--- src/logic/icache_bus_pkg.sv ---
package icache_bus_pkg;

    // ~~~~~~~~~~~~~~~~~~~~~~~~~~~~~~~~~~~~~~~~~~~~~~~~~~~~~~~~~~~~~~~~~~~~~~~~~~~~
    // basic widths
    // ~~~~~~~~~~~~~~~~~~~~~~~~~~~~~~~~~~~~~~~~~~~~~~~~~~~~~~~~~~~~~~~~~~~~~~~~~~~~

    typedef logic [31:0] word_t;    // one instruction word
    typedef logic [31:0] addr_t;    // byte address

    // ~~~~~~~~~~~~~~~~~~~~~~~~~~~~~~~~~~~~~~~~~~~~~~~~~~~~~~~~~~~~~~~~~~~~~~~~~~~~
    // fetch side and memory side bundles
    // ~~~~~~~~~~~~~~~~~~~~~~~~~~~~~~~~~~~~~~~~~~~~~~~~~~~~~~~~~~~~~~~~~~~~~~~~~~~~

    typedef struct packed {
        logic  req;     // one-cycle request strobe
        addr_t addr;
    } fetch_req_t;

    typedef struct packed {
        logic  valid;   // one-cycle response pulse
        word_t data;
    } fetch_rsp_t;

    typedef struct packed {
        logic  read;    // one-cycle read strobe
        addr_t addr;    // word aligned
    } mem_req_t;

endpackage

--- src/logic/icache_ctrl_pkg.sv ---
package icache_ctrl_pkg;

    // miss handler states
    typedef enum logic [2:0] {
        idle,
        lookup,     // repeat lookup after a line fill
        read,       // memory reads in flight
        fill,       // write staged line into victim way
        respond
    } miss_state_e;

    // words per cache line
    localparam int LINE_WORDS = 4;

endpackage

--- src/logic/miss_handler.sv ---
`timescale 1ns/1ps

module miss_handler #(
    parameter int line_bytes = 16
) (
    input  logic                                           clk,
    input  logic                                           rst_n,
    input  icache_bus_pkg::addr_t                          held_addr,
    input  logic                                           pending,
    input  logic                                           hit,
    input  icache_bus_pkg::word_t                          hit_word,
    input  logic                                           mem_ready,
    input  icache_bus_pkg::word_t                          mem_rdata,
    output icache_bus_pkg::mem_req_t                       mem_req,
    output icache_bus_pkg::word_t                          fill_word,
    output logic [$clog2(icache_ctrl_pkg::LINE_WORDS)-1:0] fill_slot,
    output logic                                           fill_strobe,
    output logic                                           line_load,
    output logic                                           touch,
    output logic                                           done,
    output icache_bus_pkg::fetch_rsp_t                     fetch_rsp
);

    import icache_bus_pkg::*;
    import icache_ctrl_pkg::*;

    localparam int offset_w = $clog2(line_bytes);
    localparam int slot_w   = $clog2(LINE_WORDS);

    miss_state_e       state;
    logic [slot_w-1:0] word_cnt;
    logic [slot_w-1:0] next_cnt;
    addr_t             line_base;
    logic              probe;

    assign line_base = {held_addr[$bits(addr_t)-1:offset_w], {offset_w{1'b0}}};
    assign next_cnt  = word_cnt + 1'b1;

    // tag compare result is looked at in these cycles
    assign probe = (state == lookup) || (state == idle && pending);

    // done goes with the hit so busy drops as the response rises
    assign touch = probe && hit;
    assign done  = probe && hit;

    // received words go straight to the line buffer
    assign fill_strobe = (state == read) && mem_ready;
    assign fill_word   = mem_rdata;
    assign fill_slot   = word_cnt;
    assign line_load   = (state == fill);

    // ~~~~~~~~~~~~~~~~~~~~~~~~~~~~~~~~~~~~~~~~~~~~~~~~~~~~~~~~~~~~~~~~~~~~~~~~~~~~
    // miss FSM
    // ~~~~~~~~~~~~~~~~~~~~~~~~~~~~~~~~~~~~~~~~~~~~~~~~~~~~~~~~~~~~~~~~~~~~~~~~~~~~

    always_ff @(posedge clk) begin
        if (!rst_n) begin
            state           <= idle;
            word_cnt        <= '0;
            mem_req.read    <= 1'b0;
            fetch_rsp.valid <= 1'b0;
        end else begin
            mem_req.read    <= 1'b0;        // strobes last one cycle
            fetch_rsp.valid <= 1'b0;
            case (state)
                idle, lookup: begin
                    if (probe) begin
                        if (hit) begin
                            fetch_rsp.valid <= 1'b1;
                            fetch_rsp.data  <= hit_word;
                            state           <= respond;
                        end else begin
                            mem_req.read <= 1'b1;
                            mem_req.addr <= line_base;
                            word_cnt     <= '0;
                            state        <= read;
                        end
                    end
                end
                read: begin
                    if (mem_ready) begin
                        if (word_cnt == slot_w'(LINE_WORDS - 1)) begin
                            state <= fill;
                        end else begin
                            word_cnt     <= next_cnt;
                            mem_req.read <= 1'b1;   // next word of the line
                            mem_req.addr <= line_base | addr_t'({next_cnt, 2'b00});
                        end
                    end
                end
                fill: begin
                    state <= lookup;            // line is in the arrays next cycle
                end
                respond: begin
                    state <= idle;
                end
                default: begin
                    state <= idle;
                end
            endcase
        end
    end

endmodule

--- config.mk ---
export PLATFORM = sky130hd
export DESIGN_NAME = miss_handler
export DESIGN_NICKNAME = d
export VERILOG_FILES = /design/src/logic/icache_bus_pkg.sv /design/src/logic/icache_ctrl_pkg.sv /design/src/logic/miss_handler.sv
export SDC_FILE = /design/constraint.sdc
export NUM_CORES = 1
export LEC_CHECK = 0
export ABC_CLOCK_PERIOD_IN_PS = 2200
export BUFFER_PORTS_ARGS = -buffer_cell sky130_fd_sc_hd__buf_2
export CORE_ASPECT_RATIO = 1.75
export CORE_MARGIN = 2
export CORE_UTILIZATION = 36
export DETAILED_ROUTE_END_ITERATION = 6
export PLACE_DENSITY = 0.74
export SYNTH_ARGS = -nofsm -noshare
export SYNTH_HDL_FRONTEND = slang
export SYNTH_SLANG_ARGS = --single-unit
--- constraint.sdc ---
create_clock -name clk -period 2.2 [get_ports clk]
set_clock_uncertainty 0.15 [all_clocks]
set_input_delay 0.22 -clock clk [delete_from_list [all_inputs] [get_ports clk]]
set_output_delay 0.22 -clock clk [all_outputs]
set_load 0.02 [all_outputs]
---- After elaboration in Yosys (flattened, before gate mapping) ----
Cells that the tools add are included.
storage, ports and cells
  output and inout bits ................... 104
  flip-flop bits (word level) ............. 71
  word-level logic and storage cells ...... 45
  input port bits ......................... 101
cells by class
  mux-type cells .......................... 16
  add/sub/neg operators ................... 1
  reduce and logical (&&, ||, !) cells .... 12
  bitwise logic cells ..................... 1
  equality and inequality tests ........... 9
operators by type and width
  kind                                           count
  two-way mux 33 bit                             5
  one-hot mux 33 bit (2 select lines)            1
  bitwise OR 32 x 4 -> 32 bit                    1
  two-way mux 3 bit                              4
  one-hot mux 3 bit (3 select lines)             1
  two-way mux 2 bit                              4
  != test 2 bit, second input constant           4
  == test 3 x 2 -> 1 bit, second input constant  2
  AND reduction 3 bit                            2
  AND reduction 6 bit                            1
  AND reduction 5 bit                            1
  one-hot mux 2 bit (2 select lines)             1
  AND reduction 4 bit                            1
  == test 3 x 1 -> 1 bit, second input constant  1
  logical AND 1 bit                              3
  zero test 3 bit                                1
  adder 2 x 1 -> 2 bit, second input constant    1
  == test 2 bit, second input constant           1
  != test 2 x 1 -> 1 bit, second input constant  1
  nonzero test 2 bit                             1
  OR reduction 2 bit                             1
  logical OR 1 bit                               1

---- Logic depth before layout (Yosys ltp) ----
  word-level depth ........................ 5
  depth in mapped cells ................... 4
  depth with buffers taken out ............ 3

---- Worst setup path after synthesis ----
OpenSTA, ideal clock, no wires.
  path type ............................... register -> register
  start point ............................. reg state[0]
  end point ............................... reg fetch_rsp[0] (netlist name), enable pin
  library setup time ...................... 0.392 ns
  clock period less this slack ............ 2.878 ns
  buffers on the path ..................... 0
  arrival ................................. 2.336 ns
  stages on the path, launching flop included .. 4
  setup slack ............................. -0.678 ns
  required time ........................... 1.658 ns
  cells stage by stage .................... dfxtp_1 > nor2_1 > nor4b_1 > and2_1
between the ends
  longest elaborated chain between the ends .. 4
  elaborated cells on any way between the ends .. 6
  those cells by class .................... eq/ne (1); reduce/logical (5)
RTL lines
  element                          line                                    text
  start, declared                  miss_handler.sv:30                      miss_state_e state;
  start signal, assigned           miss_handler.sv:58                      state <= idle;
  start signal, assigned           miss_handler.sv:71                      state <= respond;
  start signal, assigned           miss_handler.sv:76                      state <= read;
  zero test 3 bit                  miss_handler.sv:40, miss_handler.sv:65
  logical AND 1 bit                miss_handler.sv:40                      assign probe = (state == lookup) || (state == idle && pending);
  logical OR 1 bit                 miss_handler.sv:40
  AND reduction 4 bit (no line) *  --
  end, declared                    miss_handler.sv:21                      output icache_bus_pkg::fetch_rsp_t fetch_rsp
Every way passes the cells marked *; elsewhere a longest branch is shown, timed or not.
A chain may end at the register's enable or synchronous reset.

---- Worst setup path after layout ----
  start point ............................. reg state[1]
  end point ............................... reg mem_req[20] (netlist name), enable pin
between the ends
  longest elaborated chain between the ends .. 5
  elaborated cells on any way between the ends .. 12
  those cells by class .................... eq/ne (6); reduce/logical (6)
RTL lines
  element                          line                                    text
  zero test 3 bit                  miss_handler.sv:40, miss_handler.sv:65
  logical AND 1 bit                miss_handler.sv:40
  logical OR 1 bit                 miss_handler.sv:40
  != test 2 bit (no line)          --
  AND reduction 6 bit (no line) *  --
  end, declared                    miss_handler.sv:14                      output icache_bus_pkg::mem_req_t mem_req,
Marks and branches as above.

==> summary.txt <==
clock latency on the worst-skew pair = 320 ps
DP HPWL = 4190 um
post-route ant nets = 0
Root Buffer = clkbuf_16
RSZ-0062 raised after global routing = false
Post-Place Cells = 348
n_diodes = 0
CTS tree = built
sequential power share = 0.446
Congestion Overflow GR = 0
Main synth FF type = edfxtp_1
Design Area, Final = 3870 um^2
final wirelength = 5870 um
achievable frequency = 542 MHz
CP endpoint kind = flop
critical path's top delay family = flip-flops
Hold Fails Final Rpt = 0
initial antenna violation count = 0
number of vias per cell = 4.37
width of the die = 69.3 um
worst vdd rail ir drop = 0.000754 V
Yosys reg bits = 69
Clk pwr share = 0.467
Pleak = 1.65 nW
status = finished, final reports clean
Critical Path RT = 2070 ps
dominant cells by area after synthesis = edfxtp_1 69%, buf_4 9.8%, and2_1 7.7%
IO Count = 205
number of global-route vias before repair = 1,735
crit path launch type = flop
Final Non-Filler Cells = 395
Final Cycle Share = 0.839
Die Ht = 118 um
Setup CP Type = reg2reg
synth-to-layout area growth = 44.2%
Max FO, Critical Path = 25
wire length per cell = 14.8 um
Gate power share = 0.086
YS warnings = 0
mean post-synth cell area = 16.5 um^2
post-synth top area share = 0.694
largest net degree at the start of global routing = 33
GRT Overall Usage = 0.146
Min Clock Period, post-route = 1850 ps
Post-Synthesis Cells = 163
ratio of cells with drive above 1 in the final layout = 0.502
CP cell instances = nand4bb_2 -> o32ai_4 -> and2_2 -> buf_12
die area = 8190 um^2
first-pass GRT wire length = 8970 um
Pre-antenna DRT Iters = 4
pwr dens = 869 nW/um^2
fraction of registers with async set/reset = 0
Initial Util = 0.371
Multi-input gate area = 390 um^2
slowest CP cell = dfxtp_1
dominant cell type by area after synthesis = edfxtp_1
row count = 41
Placed Area = 3220 um^2
Cell Area, Synth = 2680 um^2
Data arrival, critical path = 1720 ps
CTS clk-pin slew, worst paths = 50 ps
Net Sw Frac = 0.192
Core ar. = 7230 um^2
CTS Sinks = 69
hold crit path type = in2reg
P_sw = 0.646 mW
Num CTS Buffers = 9
GP Congestion = 0.706
MaxCap Viol Count = 0
EDFF count, synth = 62
final number of setup-violating endpoints = 0
post-synthesis cell type count = 24
Via Count = 1,727
Int Power = 2.72 mW
max-slew violations = 0
final hold slack = 23.0 ps
Final Util = 0.535
fill count = 636
setup bufs post-CTS = 0
post-synthesis sequential area ratio = 0.746
Port Buf Inserts = 134
final net count = 407
FF+latch area = 2000 um^2
# H-tree levels = 3
crit path buf inv count = 1
DRC = 0
DRT iter0 DRCs = 63
Fin Setup TNS = 0 ps
Largest stage delay, worst path = 510 ps
Longest Clk Path Bufs = 2
[metrics by stage]
stage | setup slack, ps | total power [mW]
4_1_cts | 344 | 3.40
2_1_floorplan | 18.6 | 1.75
6_report | 354 | 3.36
3_5_place_dp | 354 | 1.78
3_3_place_gp | 420 | 1.77
5_1_grt | 257 | 3.48
[power by group through the flow]
stage	Sequential [mW]	Clock, mW	Combinational [mW]
finish	1.50	1.57	0.291
global route	1.51	1.66	0.315
CTS	1.50	1.61	0.294
detailed placement	1.53	0	0.249
global placement	1.53	0	0.243
floorplan	1.58	0	0.168
[cell usage after synthesis, types with 2 or more instances]
library cell / n
edfxtp_1: 62
buf_4: 35
and2_1: 33
dfxtp_1: 7
buf_6: 3
nand2_1: 3
mux2i_1: 2
nor2_1: 2
[flip-flops by register name (all words and copies together), names as in the netlist]
name	count
fetch_rsp	33
fill_slot	2
mem_req	31
state	3
[worst reg2reg max path: stages (launching register included)]
cell       delay, ps
dfxtp_1          510
nand4bb_2        220
o32ai_4          160
and2_2           280
buf_12           200
[routing by layer]
layer	track usage	part of all wire	vias up	wire (um)
met2	0.241	0.51	105	3010
met4	0.119	0.050	0	296
met5	0	0	-	0
met1	0.149	0.35	764	2060
met3	0.0435	0.084	38	492
li1	-	-	820	-
[cell type report]
type / count / share of cell area
timing repair buffer: 169 / 0.268
sequential: 69 / 0.517
clock buffer: 9 / 0.0582
multi-input combinational: 55 / 0.101
inverter: 1 / 0.000970
clock inverter: 6 / 0.0265
tap: 86 / 0.0278
[worst paths after layout]
kind / endpoint / start / slack, ps / cells after the start
worst max-delay path: mem_req[20] / state[1] / 350 / 4
worst min-delay path: mem_req[23] / held_addr[23] / 20 / 2
worst max register to register: mem_req[20] / state[1] / 350 / 4
worst min register to register: fill_slot[1] / fill_slot[1] / 330 / 2
[cell families after synthesis]
logic type,share of synthesized area
adders and majority gates,0.00466
other,0.00140
buffers and inverters,0.113
muxes,0.00746
and+or+nand+nor,0.109
DFF,0.746
AOI/OAI and AO/OA,0.0182
[cell usage in the layout (no fill, tap or decap), types with 2 or more instances in the layout]
| cell type | instances |
|---|---|
| clkinv_1 | 2 |
| edfxtp_1 | 62 |
| mux2i_1 | 2 |
| buf_2 | 134 |
| clkbuf_16 | 9 |
| bufinv_16 | 3 |
| and2_1 | 31 |
| conb_1 | 2 |
| buf_12 | 2 |
| nand2_1 | 3 |
| and2_2 | 2 |
| dfxtp_1 | 7 |
| dlygate4sd3_1 | 32 |
| nor2_1 | 2 |
[repair_timing]
item	in CTS	in global routing
hold buffers	32	0
resized for setup	0	0
endpoints found under the hold margin	32	0
No activity file was read; power rests on OpenSTA's default activity.
