### config.mk
export PLATFORM = sky130hd
export DESIGN_NAME = fetch_port
export DESIGN_NICKNAME = d
export VERILOG_FILES = /design/src/logic/icache_bus_pkg.sv /design/src/logic/fetch_port.sv
export SDC_FILE = /design/constraint.sdc
export NUM_CORES = 1
export LEC_CHECK = 0
export ABC_AREA = 0
export BUFFER_PORTS_ARGS = -buffer_cell sky130_fd_sc_hd__buf_2
export CAP_MARGIN = 20
export CORE_MARGIN = 3
export CORE_UTILIZATION = 42
export CTS_CLUSTER_SIZE = 10
export DETAILED_ROUTE_END_ITERATION = 12
export MAX_ROUTING_LAYER = met4
export PLACE_DENSITY = 0.81
export SYNTH_ARGS = -nofsm -noshare
export SYNTH_HDL_FRONTEND = slang
export SYNTH_SLANG_ARGS = --single-unit
export TNS_END_PERCENT = 1
### constraint.sdc
create_clock -name clk -period 3.5 [get_ports clk]
set_clock_uncertainty 0.05 [all_clocks]
set_input_delay 0.35 -clock clk [delete_from_list [all_inputs] [get_ports clk]]
set_output_delay 0.35 -clock clk [all_outputs]
set_load 0.01 [all_outputs]
### src/logic/icache_bus_pkg.sv
package icache_bus_pkg;

    // ~~~~~~~~~~~~~~~~~~~~~~~~~~~~~~~~~~~~~~~~~~~~~~~~~~~~~~~~~~~~~~~~~~~~~~~~~~~~
    // basic widths
    // ~~~~~~~~~~~~~~~~~~~~~~~~~~~~~~~~~~~~~~~~~~~~~~~~~~~~~~~~~~~~~~~~~~~~~~~~~~~~

    typedef logic [31:0] word_t;    // one instruction word
    typedef logic [31:0] addr_t;    // byte address

    // ~~~~~~~~~~~~~~~~~~~~~~~~~~~~~~~~~~~~~~~~~~~~~~~~~~~~~~~~~~~~~~~~~~~~~~~~~~~~
    // fetch side and memory side bundles
    // ~~~~~~~~~~~~~~~~~~~~~~~~~~~~~~~~~~~~~~~~~~~~~~~~~~~~~~~~~~~~~~~~~~~~~~~~~~~~

    typedef struct packed {
        logic  req;     // one-cycle request strobe
        addr_t addr;
    } fetch_req_t;

    typedef struct packed {
        logic  valid;   // one-cycle response pulse
        word_t data;
    } fetch_rsp_t;

    typedef struct packed {
        logic  read;    // one-cycle read strobe
        addr_t addr;    // word aligned
    } mem_req_t;

endpackage

### src/logic/fetch_port.sv
`timescale 1ns/1ps

module fetch_port (
    input  logic                       clk,
    input  logic                       rst_n,
    input  icache_bus_pkg::fetch_req_t fetch_req,
    input  logic                       done,
    output logic                       fetch_busy,
    output icache_bus_pkg::addr_t      held_addr,
    output logic                       pending
);

    logic accept;

    // a request only counts while nothing is outstanding
    assign accept = fetch_req.req && !pending;

    always_ff @(posedge clk) begin
        if (!rst_n) begin
            pending <= 1'b0;
        end else if (done) begin
            pending <= 1'b0;                // answered this cycle
        end else if (accept) begin
            pending <= 1'b1;
        end
    end

    always_ff @(posedge clk) begin
        if (accept) begin
            held_addr <= fetch_req.addr;    // kept until done
        end
    end

    // busy tracks the outstanding fetch exactly
    assign fetch_busy = pending;

endmodule

# Word level (Yosys, flattened, before mapping)
# Cells that the tools add are included.
# totals
out_inout_bits,34
elab_cells,6
inputBits,36
register_bits,33
# classes
reduce_logical,3
bitwise,1
# op_table
cell,n
2-bit OR reduction,1
1-bit logical AND,1
1-bit logical NOT,1
1-bit inverter,1

# Depth between registers and ports, before layout
# Gate-level depths: netlist (run 1).
# depth
word_depth,2
depth_mapped,2
depth_no_buf,2

# Worst setup path after synthesis (run 1)
# Ideal clock, no wire load.
# synth_timing
path_type,register to register
from,"reg pending, in the netlist fetch_busy"
to,reg held_addr[0] (enable)
slack_ns,2.170
required_time_ns,3.076
synth_period_minus_slack_ns,1.330
setup_time_ns,0.374
n_path_buf,0
arrival_time_ns,0.906
stages_incl_launch_ff,2
cell_sequence,dfxtp_1 -> and2b_2
# synth_via
elab_chain_len,2
# synth_rtl
element,line,text
start: declaration,fetch_port.sv:10,output logic pending
start signal: assignment,fetch_port.sv:20,pending <= 1'b0;
start signal: assignment,fetch_port.sv:22,pending <= 1'b0;
start signal: assignment,fetch_port.sv:24,pending <= 1'b1;
1-bit logical NOT,fetch_port.sv:16,assign accept = fetch_req.req && !pending;
1-bit logical AND,fetch_port.sv:16,
via accept,fetch_port.sv:13,logic accept;
end signal: assignment,fetch_port.sv:30,held_addr <= fetch_req.addr;
end: declaration,fetch_port.sv:9,"output icache_bus_pkg::addr_t held_addr,"
# The timed path passes the listed nets, and every way through them passes these cells.
# A chain may end at the register's enable or synchronous reset.

# Worst setup path after layout (run 1)
# layout_timing
from,"reg pending, in the netlist fetch_busy"
to,reg held_addr[24] (enable)
# The elaborated chain is that of the path after synthesis.

==> results of run 1 <==
==> state kept, by name, summed over array words and instances (netlist names) <==
register,flops
fetch_busy,1
held_addr,32
==> worst min-delay path by stage <==
stage	endpoint	slack, ps	cells after the start
finish	fetch_busy	140	2
global route	fetch_busy	100	2
CTS	fetch_busy	120	2
detailed placement	fetch_busy	470	2
global placement	fetch_busy	470	2
floorplan	fetch_busy	370	1
==> kinds of logic after synthesis <==
kind of cell / count (synthesis)
buffers and inverters: 1
flip-flops: 33
AND/OR/NAND/NOR: 3
==> metrics by stage <==
stage / cells / power [W] / setup slack [ps] / hold WS [ps]
after global placement: 133 / 0.000535 / 2060 / 470
after detailed placement: 133 / 0.000539 / 2030 / 472
after global routing: 141 / 0.000773 / 1990 / 96.4
after floorplan: 37 / 0.000497 / 2170 / 370
final: 141 / 0.000733 / 2080 / 136
after CTS: 141 / 0.000744 / 2050 / 115
==> layout by cell type (no fill, tap or decap) <==
master,count
edfxtp_1,32
clkbuf_4,5
clkbuf_8,1
nor2_1,1
clkbuf_1,2
buf_2,69
dfxtp_1,1
and2b_2,1
nor3b_2,1
==> routing by layer <==
metal / vias to the layer above / GRT usage (%) / share of wire (%) / wire, um
li1: 295 / - / - / -
met1: 274 / 13.4 / 37 / 742
met2: 50 / 19.7 / 48 / 943
met3: 4 / 9.12 / 13 / 267
met4: 0 / 6.07 / 1.4 / 28
met5: - / - / 0 / 0
==> layout make-up <==
class	instances	share of cell area, %
tap	28	2.42
clock buffer	8	4.07
timing repair buffer	69	23.9
sequential	33	67.9
multi-input combinational	3	1.73
==> power by group through the flow <==
stage          sequential (W)  clock, W  combinational [W]
4_1_cts              0.000466  0.000214          0.0000643
6_report             0.000465  0.000205          0.0000628
5_1_grt              0.000468  0.000236          0.0000694
3_5_place_dp         0.000475         0          0.0000641
3_3_place_gp         0.000473         0          0.0000616
2_1_floorplan        0.000488         0         0.00000934
==> metrics.cfg, run 1 <==
[synthesis]
synth_fa_ha_area_share_pct = 0
ys.flop_type = edfxtp_1
syn_nets = 73
synth_top_family_by_area = simple AND/OR/NAND/NOR gates
synth_cells = 37
synth_xor_area_share_pct = 0
syn-cell-area_sq_um = 1010
syn_avg_cell_area_sq_um = 27.4
async_reset_ff_share_pct = 0
yosys_warnings = 0
synthMostInstantiatedCell = edfxtp_1
synth_mux_area_share_pct = 0
synth_edf_count = 32
synth-seq-area-share_pct = 96.8
yosysTopAreaCell = edfxtp_1
synth_compound_area_share_pct = 0
synth_top_cell_area_share_pct = 94.8
synth_simple_gate_area_share_pct = 2.47
synth_area_leaders = edfxtp_1, dfxtp_1, nor3b_2, and2b_2, buf_4
ys_ff_latch = 33
synthDistinctLibCells = 6

[die]
io_pins = 70
die_y_um = 55.1
rows = 17
core-area_sq_um = 2250
start_util_pct = 45.0
die_w_um = 55.1
die-area_sq_um = 3040

[critical_path]
startpoint = fetch_busy
r2r_slack_ps = 2080
end_kind = register
reg2reg_from = fetch_busy
crit_family = simple AND/OR/NAND/NOR gates
worstPathRequired_ps = 3400
worstPathCellList = and2b_2
path_buf_inv = 0
slowest_delay_ps = 660
arrival_ps = 1320
cp.depth = 1
reg2reg_to = held_addr[24]
crit_path_top_delay_cell = and2b_2
r2r_cells = 1
critPathLaunchType = register
critPathKind = reg2reg
timing.critical_path.to = held_addr[24]
crit_fanout = 32

[placed_design]
place.gp.congestion = 0.608
dpl-instance-area_sq_um = 1390
port_buffers = 69

[finish]
num-fill-cells = 184
antenna_cells = 0
seq_area_sq_um = 981
fin_util_pct = 64.1
synthToLayoutAreaGrowth_pct = 42.6
multiInputGateArea_sq_um = 25.0
layout-drive-gt1-share_pct = 68.1
fin_nets = 148
finalInstanceArea_sq_um = 1450

[clock_tree]
clkSinkCount = 33
cts_max_level = 2
cts_resized = 0
clock-root-buffer = clkbuf_4
numCtsBuffers = 5
cts_hold_buf = 0
cts_tree = yes
clockBufferDepth = 2
cts_setup_buffers = 0
clk_latency_ps = 310
cts.reportedPaths.clkPinSlew_ps = 90

[sta]
fmax_mhz = 702
period_share_pct = 40.7
fin_tns_setup_ps = 0
report.final.setup_viol = 0
max_slew_margin_pct = 55.6
maxSlewViolCount = 0
fin_crit_ps = 1420
hold_viol = 0
worst_pin_slew_ps = 667
rsz0062_at_grt = false

[min_path]
hold_path.class = in2reg
worstHoldStart = done

[run_status]
outcome = completed

[power]
p_leak_nw = 0.634
p_seq_share_pct = 63.5
pwr-share-comb_pct = 8.6
p_clk_share_pct = 28.0
netSwitchingPower_w = 0.000145
power.density_nw_per_um2 = 507
p_int_w = 0.000588
vdd_ir_drop_max_uv = 345
p_sw_share_pct = 19.8

[detailed_routing]
drc_errors = 0
drt-pass1-iter-count = 4
wl_per_cell_um = 14.1
via_per_inst = 4.42
wl_um = 1980
drt_iter0_drc = 9
ant_nets = 0
vias = 623

[run]
cap_violations = 0

[grt]
antenna_found_initial = 0
grt_max_degree = 33
grt_usage_pct = 13.3
grt_pass1_wl_um = 2410
grt_pass1_vias = 547
overflow = 0

Note: power is estimated with default switching activity, not from simulation.
==> run 2, diff against run 1 <==
--- a/config.mk
+++ b/config.mk
@@ -9,11 +9,11 @@
 export BUFFER_PORTS_ARGS = -buffer_cell sky130_fd_sc_hd__buf_2
 export CAP_MARGIN = 20
 export CORE_MARGIN = 3
-export CORE_UTILIZATION = 42
+export CORE_UTILIZATION = 35
 export CTS_CLUSTER_SIZE = 10
 export DETAILED_ROUTE_END_ITERATION = 12
 export MAX_ROUTING_LAYER = met4
-export PLACE_DENSITY = 0.81
+export PLACE_DENSITY = 0.72
 export SYNTH_ARGS = -nofsm -noshare
 export SYNTH_HDL_FRONTEND = slang
 export SYNTH_SLANG_ARGS = --single-unit
==> constraint.sdc (replaced) <==
create_clock -name clk -period 1.2 [get_ports clk]
set_clock_uncertainty 0.05 [all_clocks]
set_input_delay 0.12 -clock clk [delete_from_list [all_inputs] [get_ports clk]]
set_output_delay 0.12 -clock clk [all_outputs]
set_load 0.01 [all_outputs]
==> metrics.cfg, run 2 (synthesis results as in run 1) <==
[run_status]
outcome = completed

[detailed_routing]
via_per_inst = 4.40  ; -0.37%
vias = 788  ; +26%
wl_per_cell_um = 14.1  ; +0.59%
ant_nets = 0  ; unchanged
wl_um = 2530  ; +28%
drc_errors = 0  ; unchanged
drt-pass1-iter-count = 4  ; unchanged
drt_iter0_drc = 7  ; -2

[die]
die-area_sq_um = 3580  ; +18%
die_w_um = 59.8  ; +8.5%
start_util_pct = 38.8  ; -6.2 points
io_pins = 70  ; unchanged
core-area_sq_um = 2610  ; +16%
rows = 18  ; +1
die_y_um = 59.8  ; +8.5%

[finish]
final_common_cell = buf_2
finalNonFillerCells = 179  ; +27%
layout_common_cells = buf_2, dlygate4sd3_1, edfxtp_1, clkbuf_4
synthToLayoutAreaGrowth_pct = 79.8
fin_nets = 184  ; +24%
regMostFlops = held_addr
largest_reg_flops = 32  ; unchanged
antenna_cells = 0  ; unchanged
layout-drive-gt1-share_pct = 53.7  ; -14 points
finalInstanceArea_sq_um = 1820  ; +26%

[grt]
grt_usage_pct = 15.4  ; +2.1 points
grt_pass1_vias = 821  ; +50%
antenna_found_initial = 0  ; unchanged
grt_pass1_wl_um = 3640  ; +51%
grt_max_degree = 22  ; -33%
overflow = 0  ; unchanged

[sta]
max_slew_margin_pct = 90.4  ; +35 points
maxSlewViolCount = 0  ; unchanged
rsz0062_at_grt = false
fin_tns_setup_ps = 0  ; unchanged
fin_crit_ps = 1140  ; -287 ps
hold_viol = 0  ; unchanged
fmax_mhz = 880  ; +25%
report.final.setup_viol = 0  ; unchanged
worst_pin_slew_ps = 144  ; -523 ps
period_share_pct = 94.7  ; +54 points

[critical_path]
crit_fanout = 21  ; -34%
worstPathRequired_ps = 1180  ; -2220 ps
end_kind = register
arrival_ps = 1120  ; -200 ps
critPathLaunchType = register
critPathKind = reg2reg

[power]
vdd_ir_drop_max_uv = 1050  ; +200%
finalPower_w = 0.00220  ; +200%
p_leak_nw = 0.793  ; +25%
power.density_nw_per_um2 = 1210  ; +140%

[clock_tree]
clkSinkCount = 33  ; unchanged
cts_max_level = 2  ; unchanged
clk_latency_ps = 310  ; about the same
cts.reportedPaths.clkPinSlew_ps = 90  ; about the same
clockBufferDepth = 2  ; unchanged
numCtsBuffers = 5  ; unchanged
clock-root-buffer = clkbuf_4
cts_setup_buffers = 0  ; unchanged
cts_tree = yes

[placed_design]
dp.cells = 137  ; +3.0%
place.gp.congestion = 0.626  ; +3.0%
dpl-instance-area_sq_um = 1430  ; +3.2%
port_buffers = 69  ; unchanged

[min_path]
hold_path.class = in2reg

[run]
cap_violations = 0  ; unchanged

## run 2: cell count changes in the layout (fill, tap and decap cells not counted)
| cell | previous run | this run |
|---|---|---|
| clkinv_2 | 0 | 1 |
| clkinv_1 | 0 | 2 |
| and2b_2 | 1 | 0 |
| buf_12 | 0 | 2 |
| clkbuf_8 | 1 | 0 |
| clkbuf_1 | 2 | 0 |
| dfxtp_1 | 1 | 0 |
| and2b_4 | 0 | 1 |
| dlygate4sd3_1 | 0 | 34 |
| dfxtp_2 | 0 | 1 |
## run 2: cell type report
class	instances	area, sq um
clock inverters	3	12.5
clock buffers	5	37.5
repair buffers	105	726
well taps	30	37.5
fillers	169	791
multi-input cells	3	26.3
flip-flops and latches	33	982
## run 2: through the flow
step	utilization (%)	setup slack, ps	hold WS [ps]
2_1_floorplan	-	5.47	132
3_3_place_gp	54.8	100	233
3_5_place_dp	54.8	84.4	240
4_1_cts	69.7	71.5	28.6
5_1_grt	69.7	39.1	108
6_report	69.7	63.3	77.0
## run 2: power breakdown
group / switching [W] / leakage, nW / internal, W
logic: 0.000122 / 0.445 / 0.000175
clock network: 0.000338 / 0.0300 / 0.000212
registers: 0.0000164 / 0.318 / 0.00134
## run 2: metal layers
metal	GRT usage (%)	share of wire (%)	wire, um	up-vias
met3	6.26	9.4	238	4
met2	27.8	55	1380	47
li1	-	-	-	370
met1	15.2	35	886	367
met5	-	0	0	-
met4	3.80	0.87	22	0
## run 2: critical path: stages, from the launching register on
cell     delay, ps
dfxtp_2        350
and2b_4        280
buf_12         170
## run 2: repair_timing
| action | CTS | global route |
|---|---|---|
| resized for setup | 0 | 0 |
| hold buffers | 34 | 0 |
| endpoints found under the hold margin | 33 | 0 |
## run 2: final timing paths
path            startpoint             to  slack, ps  depth (start not counted)
max             fetch_busy  held_addr[18]         60                          2
min          fetch_req[32]     fetch_busy         80                          3
min reg2reg     fetch_busy     fetch_busy        530                          2
max reg2reg     fetch_busy  held_addr[18]         60                          2
